`src/tama_pkg.sv`:
```
`default_nettype none

package tama_pkg;

  // --------------------------------------------------
  // Display geometry
  // --------------------------------------------------
  localparam int h_active    = 64;
  localparam int h_total     = 80; // Clocks per line
  localparam int v_active    = 16;
  localparam int v_total     = 20;
  localparam int hsync_start = 68;
  localparam int hsync_len   = 6;
  localparam int vsync_line  = 17;

  localparam int h_cnt_w = $clog2(h_total);
  localparam int v_cnt_w = $clog2(v_total);
  localparam int rgb_w   = 24;

  // --------------------------------------------------
  // Segment memory and divider
  // --------------------------------------------------
  localparam int seg_addr_w = 8;
  localparam int seg_data_w = 4;

  localparam int div_w = 10;
  localparam logic [div_w-1:0] div_reset = 10'd100;

  localparam int debounce_ticks = 4; // Equal slow-tick samples before a new level counts

  // --------------------------------------------------
  // Register map, byte offsets
  // --------------------------------------------------
  localparam int wb_adr_w = 11;

  localparam logic [wb_adr_w-1:0] reg_ctrl = 11'h000;
  localparam logic [wb_adr_w-1:0] reg_fg   = 11'h004;
  localparam logic [wb_adr_w-1:0] reg_bg   = 11'h008;
  localparam logic [wb_adr_w-1:0] reg_div  = 11'h00C;
  localparam logic [wb_adr_w-1:0] reg_keys = 11'h010;

  localparam int seg_base_bit = 10; // Set for segment memory accesses

  localparam logic [rgb_w-1:0] fg_reset = 24'h202020;
  localparam logic [rgb_w-1:0] bg_reset = 24'hC8D0B0;

endpackage

`default_nettype wire

```
`src/lcd_cfg_if.sv`:
```
`timescale 1ns/1ps
`default_nettype none

// Display settings from the register block to the scanner
interface lcd_cfg_if;

  logic                        all_on;
  logic                        all_off;
  logic [tama_pkg::rgb_w-1:0]  fg_color;
  logic [tama_pkg::rgb_w-1:0]  bg_color;

  modport ctrl (
    output all_on,
    output all_off,
    output fg_color,
    output bg_color
  );

  modport scan (
    input all_on,
    input all_off,
    input fg_color,
    input bg_color
  );

endinterface

`default_nettype wire

```
`src/tick_gen.sv`:
```
`timescale 1ns/1ps
`default_nettype none

module tick_gen (
  input  wire logic                       clk,
  input  wire logic                       rst_n,
  input  wire logic [tama_pkg::div_w-1:0] div_reload,
  output logic                            tick_slow,
  output logic                            tick_fast
);

  logic [tama_pkg::div_w-1:0] count;
  logic [tama_pkg::div_w-1:0] reload_q; // Reload in use for the current period

  always_ff @(posedge clk or negedge rst_n) begin
    if (!rst_n) begin
      count     <= '0;
      reload_q  <= tama_pkg::div_reset;
      tick_slow <= 1'b0;
      tick_fast <= 1'b0;
    end else begin
      tick_slow <= 1'b0;
      tick_fast <= 1'b0;
      count     <= count - 1'b1;

      if (count == '0) begin
        // New reload value is picked up here only
        count     <= div_reload;
        reload_q  <= div_reload;
        tick_slow <= 1'b1;
        tick_fast <= 1'b1;
      end else if (count == (reload_q >> 1)) begin
        tick_fast <= 1'b1; // Midpoint, fast tick alone
      end
    end
  end

endmodule

`default_nettype wire

```
`src/button_sync.sv`:
```
`timescale 1ns/1ps
`default_nettype none

module button_sync (
  input  wire logic       clk,
  input  wire logic       rst_n,
  input  wire logic       tick_slow,
  input  wire logic       left_button,
  input  wire logic       middle_button,
  input  wire logic       right_button,
  output logic [3:0]      keys
);

  logic [2:0] sync_1;
  logic [2:0] sync_2;
  logic [2:0] pressed; // Accepted level, 1 while held

  // One stability counter per button
  logic [$clog2(tama_pkg::debounce_ticks):0] stable_cnt [3];

  // --------------------------------------------------
  // Synchroniser
  // --------------------------------------------------
  always_ff @(posedge clk or negedge rst_n) begin
    if (!rst_n) begin
      sync_1 <= 3'b111; // Released
      sync_2 <= 3'b111;
    end else begin
      sync_1 <= {left_button, middle_button, right_button};
      sync_2 <= sync_1;
    end
  end

  // --------------------------------------------------
  // Debounce on the slow tick
  // --------------------------------------------------
  always_ff @(posedge clk or negedge rst_n) begin
    if (!rst_n) begin
      pressed <= '0;
      for (int i = 0; i < 3; i++) begin
        stable_cnt[i] <= '0;
      end
    end else if (tick_slow) begin
      for (int i = 0; i < 3; i++) begin
        if (~sync_2[i] == pressed[i]) begin
          stable_cnt[i] <= '0; // Back to the accepted level
        end else if (stable_cnt[i] == tama_pkg::debounce_ticks - 1) begin
          pressed[i]    <= ~sync_2[i];
          stable_cnt[i] <= '0;
        end else begin
          stable_cnt[i] <= stable_cnt[i] + 1'b1;
        end
      end
    end
  end

  assign keys = {1'b0, pressed}; // Left, middle, right

endmodule

`default_nettype wire

```
`src/lcd_cfg_regs.sv`:
```
`timescale 1ns/1ps
`default_nettype none

module lcd_cfg_regs (
  input  wire logic                            clk,
  input  wire logic                            rst_n,
  input  wire logic                            wb_cyc,
  input  wire logic                            wb_stb,
  input  wire logic                            wb_we,
  input  wire logic [tama_pkg::wb_adr_w-1:0]   wb_adr,
  input  wire logic [31:0]                     wb_dat_w,
  output logic      [31:0]                     wb_dat_r,
  output logic                                 wb_ack,
  input  wire logic [3:0]                      keys,
  output logic      [tama_pkg::div_w-1:0]      div_reload,
  output logic      [tama_pkg::seg_addr_w-1:0] seg_a_addr,
  output logic                                 seg_a_we,
  output logic      [tama_pkg::seg_data_w-1:0] seg_a_wdata,
  input  wire logic [tama_pkg::seg_data_w-1:0] seg_a_rdata,
  lcd_cfg_if.ctrl                              cfg
);

  logic                        req;
  logic                        seg_sel;
  logic [1:0]                  ctrl_q;
  logic [tama_pkg::rgb_w-1:0]  fg_q;
  logic [tama_pkg::rgb_w-1:0]  bg_q;
  logic [tama_pkg::div_w-1:0]  div_q;

  assign req     = wb_cyc && wb_stb && !wb_ack; // New access this cycle
  assign seg_sel = wb_adr[tama_pkg::seg_base_bit];

  // Segment memory port A, word addressed
  assign seg_a_addr  = wb_adr[tama_pkg::seg_addr_w+1:2];
  assign seg_a_we    = req && wb_we && seg_sel;
  assign seg_a_wdata = wb_dat_w[tama_pkg::seg_data_w-1:0];

  // --------------------------------------------------
  // Ack and settings registers
  // --------------------------------------------------
  always_ff @(posedge clk or negedge rst_n) begin
    if (!rst_n) begin
      wb_ack <= 1'b0;
      ctrl_q <= '0;
      fg_q   <= tama_pkg::fg_reset;
      bg_q   <= tama_pkg::bg_reset;
      div_q  <= tama_pkg::div_reset;
    end else begin
      wb_ack <= req;
      if (req && wb_we && !seg_sel) begin
        case (wb_adr)
          tama_pkg::reg_ctrl: ctrl_q <= wb_dat_w[1:0];
          tama_pkg::reg_fg:   fg_q   <= wb_dat_w[tama_pkg::rgb_w-1:0];
          tama_pkg::reg_bg:   bg_q   <= wb_dat_w[tama_pkg::rgb_w-1:0];
          tama_pkg::reg_div:  div_q  <= wb_dat_w[tama_pkg::div_w-1:0];
          default: ; // Keys and unmapped offsets are read-only
        endcase
      end
    end
  end

  // Read mux, the host holds the address through ack
  always_comb begin
    wb_dat_r = '0;
    if (seg_sel) begin
      wb_dat_r[tama_pkg::seg_data_w-1:0] = seg_a_rdata;
    end else begin
      case (wb_adr)
        tama_pkg::reg_ctrl: wb_dat_r[1:0]                  = ctrl_q;
        tama_pkg::reg_fg:   wb_dat_r[tama_pkg::rgb_w-1:0]  = fg_q;
        tama_pkg::reg_bg:   wb_dat_r[tama_pkg::rgb_w-1:0]  = bg_q;
        tama_pkg::reg_div:  wb_dat_r[tama_pkg::div_w-1:0]  = div_q;
        tama_pkg::reg_keys: wb_dat_r[3:0]                  = keys;
        default:            wb_dat_r                       = '0;
      endcase
    end
  end

  assign div_reload   = div_q;
  assign cfg.all_on   = ctrl_q[0];
  assign cfg.all_off  = ctrl_q[1];
  assign cfg.fg_color = fg_q;
  assign cfg.bg_color = bg_q;

endmodule

`default_nettype wire

```
`src/segment_ram.sv`:
```
`timescale 1ns/1ps
`default_nettype none

module segment_ram (
  input  wire logic                            clk,
  input  wire logic [tama_pkg::seg_addr_w-1:0] a_addr,
  input  wire logic                            a_we,
  input  wire logic [tama_pkg::seg_data_w-1:0] a_wdata,
  output logic      [tama_pkg::seg_data_w-1:0] a_rdata,
  input  wire logic [tama_pkg::seg_addr_w-1:0] b_addr,
  output logic      [tama_pkg::seg_data_w-1:0] b_rdata
);

  logic [tama_pkg::seg_data_w-1:0] mem [2**tama_pkg::seg_addr_w];

  // Host port, read returns the old word on a write
  always_ff @(posedge clk) begin
    if (a_we) begin
      mem[a_addr] <= a_wdata;
    end
    a_rdata <= mem[a_addr];
  end

  // Scanner port
  always_ff @(posedge clk) begin
    b_rdata <= mem[b_addr];
  end

endmodule

`default_nettype wire

```
`src/lcd_scan.sv`:
```
`timescale 1ns/1ps
`default_nettype none

module lcd_scan (
  input  wire logic                            clk,
  input  wire logic                            rst_n,
  lcd_cfg_if.scan                              cfg,
  output logic      [tama_pkg::seg_addr_w-1:0] seg_addr,
  input  wire logic [tama_pkg::seg_data_w-1:0] seg_data,
  output logic                                 hsync,
  output logic                                 vsync,
  output logic                                 de,
  output logic      [tama_pkg::rgb_w-1:0]      rgb
);

  logic [tama_pkg::h_cnt_w-1:0] h_cnt;
  logic [tama_pkg::v_cnt_w-1:0] v_cnt;

  logic       active;
  logic       hs;
  logic       vs;
  logic       active_d1;
  logic       hs_d1;
  logic       vs_d1;
  logic [1:0] bit_d1;  // Dot within the fetched nibble
  logic       dot;

  // --------------------------------------------------
  // Raster counters
  // --------------------------------------------------
  always_ff @(posedge clk or negedge rst_n) begin
    if (!rst_n) begin
      h_cnt <= '0;
      v_cnt <= '0;
    end else if (h_cnt == tama_pkg::h_total - 1) begin
      h_cnt <= '0;
      if (v_cnt == tama_pkg::v_total - 1) begin
        v_cnt <= '0;
      end else begin
        v_cnt <= v_cnt + 1'b1;
      end
    end else begin
      h_cnt <= h_cnt + 1'b1;
    end
  end

  // Index y*16 + x/4
  assign seg_addr = {v_cnt[3:0], h_cnt[5:2]};

  assign active = (h_cnt < tama_pkg::h_active) && (v_cnt < tama_pkg::v_active);
  assign hs     = (h_cnt >= tama_pkg::hsync_start) &&
                  (h_cnt < tama_pkg::hsync_start + tama_pkg::hsync_len);
  assign vs     = (v_cnt == tama_pkg::vsync_line);

  // --------------------------------------------------
  // Pipeline, stage 1 waits on the memory read
  // --------------------------------------------------
  always_ff @(posedge clk or negedge rst_n) begin
    if (!rst_n) begin
      active_d1 <= 1'b0;
      hs_d1     <= 1'b0;
      vs_d1     <= 1'b0;
    end else begin
      active_d1 <= active;
      hs_d1     <= hs;
      vs_d1     <= vs;
    end
  end

  always_ff @(posedge clk) begin
    bit_d1 <= h_cnt[1:0];
  end

  assign dot = seg_data[bit_d1];

  // Stage 2, colour rule and sync outputs
  always_ff @(posedge clk or negedge rst_n) begin
    if (!rst_n) begin
      de    <= 1'b0;
      hsync <= 1'b0;
      vsync <= 1'b0;
      rgb   <= '0;
    end else begin
      de    <= active_d1;
      hsync <= hs_d1;
      vsync <= vs_d1;
      if (!active_d1) begin
        rgb <= '0; // Blanking
      end else if (cfg.all_off) begin
        rgb <= cfg.bg_color;
      end else if (cfg.all_on || dot) begin
        rgb <= cfg.fg_color;
      end else begin
        rgb <= cfg.bg_color;
      end
    end
  end

endmodule

`default_nettype wire

```
`src/tama_shell.sv`:
```
`timescale 1ns/1ps
`default_nettype none

module tama_shell (
  input  wire logic                          clk,
  input  wire logic                          rst_n,
  input  wire logic                          left_button,
  input  wire logic                          middle_button,
  input  wire logic                          right_button,
  input  wire logic                          wb_cyc,
  input  wire logic                          wb_stb,
  input  wire logic                          wb_we,
  input  wire logic [tama_pkg::wb_adr_w-1:0] wb_adr,
  input  wire logic [31:0]                   wb_dat_w,
  output logic      [31:0]                   wb_dat_r,
  output logic                               wb_ack,
  output logic                               tick_fast,
  output logic                               hsync,
  output logic                               vsync,
  output logic                               de,
  output logic      [tama_pkg::rgb_w-1:0]    rgb
);

  logic                            tick_slow;
  logic [3:0]                      keys;
  logic [tama_pkg::div_w-1:0]      div_reload;
  logic [tama_pkg::seg_addr_w-1:0] seg_a_addr;
  logic                            seg_a_we;
  logic [tama_pkg::seg_data_w-1:0] seg_a_wdata;
  logic [tama_pkg::seg_data_w-1:0] seg_a_rdata;
  logic [tama_pkg::seg_addr_w-1:0] seg_b_addr;
  logic [tama_pkg::seg_data_w-1:0] seg_b_rdata;

  lcd_cfg_if cfg_if ();

  // --------------------------------------------------
  // Clock enables and keys
  // --------------------------------------------------
  tick_gen tick_gen_i (
    .clk        (clk),
    .rst_n      (rst_n),
    .div_reload (div_reload),
    .tick_slow  (tick_slow),
    .tick_fast  (tick_fast)
  );

  button_sync button_sync_i (
    .clk           (clk),
    .rst_n         (rst_n),
    .tick_slow     (tick_slow),
    .left_button   (left_button),
    .middle_button (middle_button),
    .right_button  (right_button),
    .keys          (keys)
  );

  // --------------------------------------------------
  // Host access and display
  // --------------------------------------------------
  lcd_cfg_regs lcd_cfg_regs_i (
    .clk         (clk),
    .rst_n       (rst_n),
    .wb_cyc      (wb_cyc),
    .wb_stb      (wb_stb),
    .wb_we       (wb_we),
    .wb_adr      (wb_adr),
    .wb_dat_w    (wb_dat_w),
    .wb_dat_r    (wb_dat_r),
    .wb_ack      (wb_ack),
    .keys        (keys),
    .div_reload  (div_reload),
    .seg_a_addr  (seg_a_addr),
    .seg_a_we    (seg_a_we),
    .seg_a_wdata (seg_a_wdata),
    .seg_a_rdata (seg_a_rdata),
    .cfg         (cfg_if)
  );

  segment_ram segment_ram_i (
    .clk     (clk),
    .a_addr  (seg_a_addr),
    .a_we    (seg_a_we),
    .a_wdata (seg_a_wdata),
    .a_rdata (seg_a_rdata),
    .b_addr  (seg_b_addr),
    .b_rdata (seg_b_rdata)
  );

  lcd_scan lcd_scan_i (
    .clk      (clk),
    .rst_n    (rst_n),
    .cfg      (cfg_if),
    .seg_addr (seg_b_addr),
    .seg_data (seg_b_rdata),
    .hsync    (hsync),
    .vsync    (vsync),
    .de       (de),
    .rgb      (rgb)
  );

endmodule

`default_nettype wire

```
`config.mk`:
```
export PLATFORM = sky130hd
export DESIGN_NAME = tama_shell
export DESIGN_NICKNAME = d
export VERILOG_FILES = /design/src/tama_pkg.sv /design/src/lcd_cfg_if.sv /design/src/tick_gen.sv /design/src/button_sync.sv /design/src/lcd_cfg_regs.sv /design/src/segment_ram.sv /design/src/lcd_scan.sv /design/src/tama_shell.sv
export SDC_FILE = /design/constraint.sdc
export NUM_CORES = 2
export LEC_CHECK = 0
export BUFFER_PORTS_ARGS = -buffer_cell sky130_fd_sc_hd__buf_2
export CAP_MARGIN = 20
export CORE_UTILIZATION = 30
export DETAILED_ROUTE_END_ITERATION = 16
export GPL_ROUTABILITY_DRIVEN = 0
export PLACE_DENSITY = 0.48
export SYNTH_ARGS = -nofsm -noshare
export SYNTH_HDL_FRONTEND = slang
export SYNTH_SLANG_ARGS = --single-unit
```
`constraint.sdc`:
```
create_clock -name clk -period 2.2 [get_ports clk]
set_input_delay 0.11 -clock clk [delete_from_list [all_inputs] [get_ports clk]]
set_output_delay 0.11 -clock clk [all_outputs]
set_load 0.02 [all_outputs]
```
==> out/metrics.cfg <==
[status]
status = finished with violations
violations = negative setup slack

[clock_tree]
clk_latency_ps = 790
clk_path_buf_depth = 3
cts_tree = yes
clkTransAtPathRegs_ps = 70
cts-root-buf = clkbuf_16
cts_sinks = 1176
cts-buffers-inserted = 133
htree_levels = 4

[final_layout]
fill_cells = 17000
final_layout_size_suffix_gt1_share_pct = 45.3
area_delta_synth_final_pct = 30.0
layoutNonFillerInstCount = 6737
fin_nets = 4230

[sta]
slew_violations = 0
setup_viol = 8
period_share_pct = 127
hold_viol = 0
worst_pin_slew_ps = 926
skew_ps = 34.2
fmax_mhz = 357
fin_crit_ps = 2800
slew_headroom_pct = 36.7
rsz0062_at_grt = yes
setup_tns_ps = -2960
whs_ps = 70.4
setup_slack_ps = -601

[placed_design]
dp_slack_ps = -928
dp.cells = 6421
port_buffers = 95
place.detailed.hpwl_um = 148000

[critical_path]
critPathMaxStageDelay_ps = 560
startpoint = lcd_scan_i.h_cnt[2]
worstSetupStartpointType = flip-flop
crit_type = flip-flop to flip-flop
cp_cell_sequence = buf_16 > buf_16 > buf_12 > mux4_2 > mux4_2 > nand2_2 > a2111oi_2 > a311oi_1 > buf_4 > nand4_1
required_ps = 2870
cp_max_fo = 6
r2r-start = lcd_scan_i.h_cnt[2]
arrival_ps = 3470
cp-end-kind = flip-flop
cpMaxStageDelayCell = mux4_2

[global_route]
grt_pass1_wl_um = 288000
gr-usage-all-layers_pct = 22.0
grt_pass1_vias = 37000
grt_overflow = 0
grt_start_max_net_pins = 86
antenna_found_initial = 7

[logic_synthesis]
synth_top_cell_by_area = edfxtp_1
ys_ff_latch = 1176
ys.flop_type = edfxtp_1
synth_edf_count = 1024
ys_async_sr_fraction_pct = 12.1
synthTopCellsByArea = edfxtp_1, mux4_2, dfrtp_1, mux2i_1, nor2_1
syn-cell-area_um2 = 55400
yosysMostFrequentCell = edfxtp_1
synth_cells = 3194
synth_area_per_cell_um2 = 17.3
synth_top_cell_area_share_pct = 55.5
yosysWarnings = 0
yosysUniqueCellTypes = 78
synth_common_cells = edfxtp_1, mux4_2, nor2_1
ys_seq_area_share_pct = 62.4

[drt]
viasPerCell = 5.43
first_pass_iters = 6
wl_per_cell_um = 30.6
drt-total-wl_um = 206000
remaining_drc_errors = 0
vias = 36600
drtIter0Drc = 4120
postRouteAntennaNets = 0

[floorplanning]
die_w_um = 432
dieArea_um2 = 186000
core_um2 = 183000
die_height_um = 432
io_pins = 112
initial_core_util_pct = 30.2
core.rowCount = 157

[power]
power_uw = 50900
power_leakage_uw = 0.0250
peakVddDrop_mv = 0.577
power.density_nw_per_um2 = 707

[job]
max-cap-violations = 0

[worst_hold_path]
holdCritPathClass = input pin to flip-flop
hp-start = wb_adr[10]

==> worst max-delay path: cells and delay by family, from the launching register on <==
family	cells	cell delay (ps)
buffers and inverters	4	630
DFF	1	460
AOI/OAI and AO/OA	2	270
and+or+nand+nor	2	220
muxes	2	1110
==> area by class of cell <==
class | instances | area [µm²] | share of cell area, %
Multi-Input combinational cell | 1752 | 20000 | 27.8
Tap cell | 2464 | 3080 | 4.28
Clock inverter | 57 | 751 | 1.04
Timing Repair Buffer | 1082 | 9800 | 13.6
Antenna cell | 1 | 2.50 | 0.00348
Clock buffer | 178 | 3650 | 5.08
Sequential cell | 1176 | 34500 | 48.0
Inverter | 27 | 106 | 0.148
==> layout by cell type (no fill, tap or decap), types with 18 or more instances in the layout <==
master,synthesis,routed
a21oi_1,56,53
a22oi_1,42,38
buf_12,0,109
buf_2,45,85
buf_4,44,810
buf_6,21,19
clkbuf_1,122,34
clkbuf_16,0,137
dfrtp_1,118,114
dfstp_2,24,24
dlygate4sd3_1,0,37
edfxtp_1,1024,1024
inv_1,23,22
mux2_2,67,66
mux2i_1,185,178
mux4_2,500,500
nand2_1,138,125
nand3_1,39,30
nor2_1,295,290
nor2b_1,44,38
nor3_1,33,25
o21ai_0,27,27
o221ai_1,55,51
o22ai_1,37,34
xnor2_1,18,18
==> flip-flops by register name, indices dropped and copies added, names as in the netlist, 3 cells and up <==
| register | cells |
|---|---|
| segment_ram_i.b_rdata | 4 |
| lcd_scan_i.rgb | 24 |
| tick_gen_i.reload_q | 9 |
| button_sync_i.pressed | 3 |
| lcd_cfg_regs_i.cfg.bg_color | 24 |
| lcd_cfg_regs_i.div_reload | 10 |
| segment_ram_i.mem | 1024 |
| button_sync_i.sync_2 | 3 |
| tick_gen_i.count | 10 |
| lcd_cfg_regs_i.cfg.fg_color | 24 |
| lcd_scan_i.h_cnt | 7 |
| lcd_scan_i.v_cnt | 5 |
| button_sync_i.stable_cnt | 9 |
| segment_ram_i.a_rdata | 4 |
| button_sync_i.sync_1 | 3 |
==> logic make-up after synthesis <==
logic type | count (synthesis) | share of synthesized area, %
mux | 752 | 25.0
other cells | 1 | 0.00677
flops | 1176 | 62.4
xor+xnor | 23 | 0.364
simple gates | 644 | 5.28
compound gates | 318 | 4.18
buf+inv | 273 | 2.60
fa+ha+maj | 7 | 0.158
==> metrics by stage <==
stage               util (%)  cell area, µm²
floorplan                  -           55500
global placement        35.9           65900
detailed placement      36.0           65900
CTS                     39.1           71700
global route            39.3           71900
finish                  39.3           72000
==> worst paths after layout <==
check | endpoint | slack [ps] | cells after the start
worst max-delay path | segment_ram_i.b_rdata[3] | -600 | 10
worst min-delay path | lcd_cfg_regs_i.cfg.fg_color[5] | 70 | 5
worst max register to register | segment_ram_i.b_rdata[3] | -600 | 10
worst min register to register | lcd_scan_i.vsync | 350 | 0
max in group asynchronous | button_sync_i.sync_2[2] | 1360 | 4
min in group asynchronous | lcd_cfg_regs_i.cfg.bg_color[7] | 490 | 3
==> power breakdown <==
group	internal, µW	switching [µW]
Clock	13500	9320
Sequential	24400	183
Combinational	1480	1990
==> per-layer routing <==
layer	GRT usage [%]	part of all wire [%]	up-vias
li1	-	-	15100
met5	0	0	-
met3	3.72	7.6	336
met2	34.6	46	1709
met1	30.6	42	19400
met4	8.02	3.8	0
==> repair_timing <==
action | CTS | global route
setup endpoints to repair | 57 | 50
hold buffers | 38 | 0
hold endpoints to repair | 294 | 0
cloned | 6 | 0
setup buffers | 33 | 9
pin swaps | 27 | 20
resized for setup | 103 | 51
Note: power is estimated with default switching activity, not from simulation.
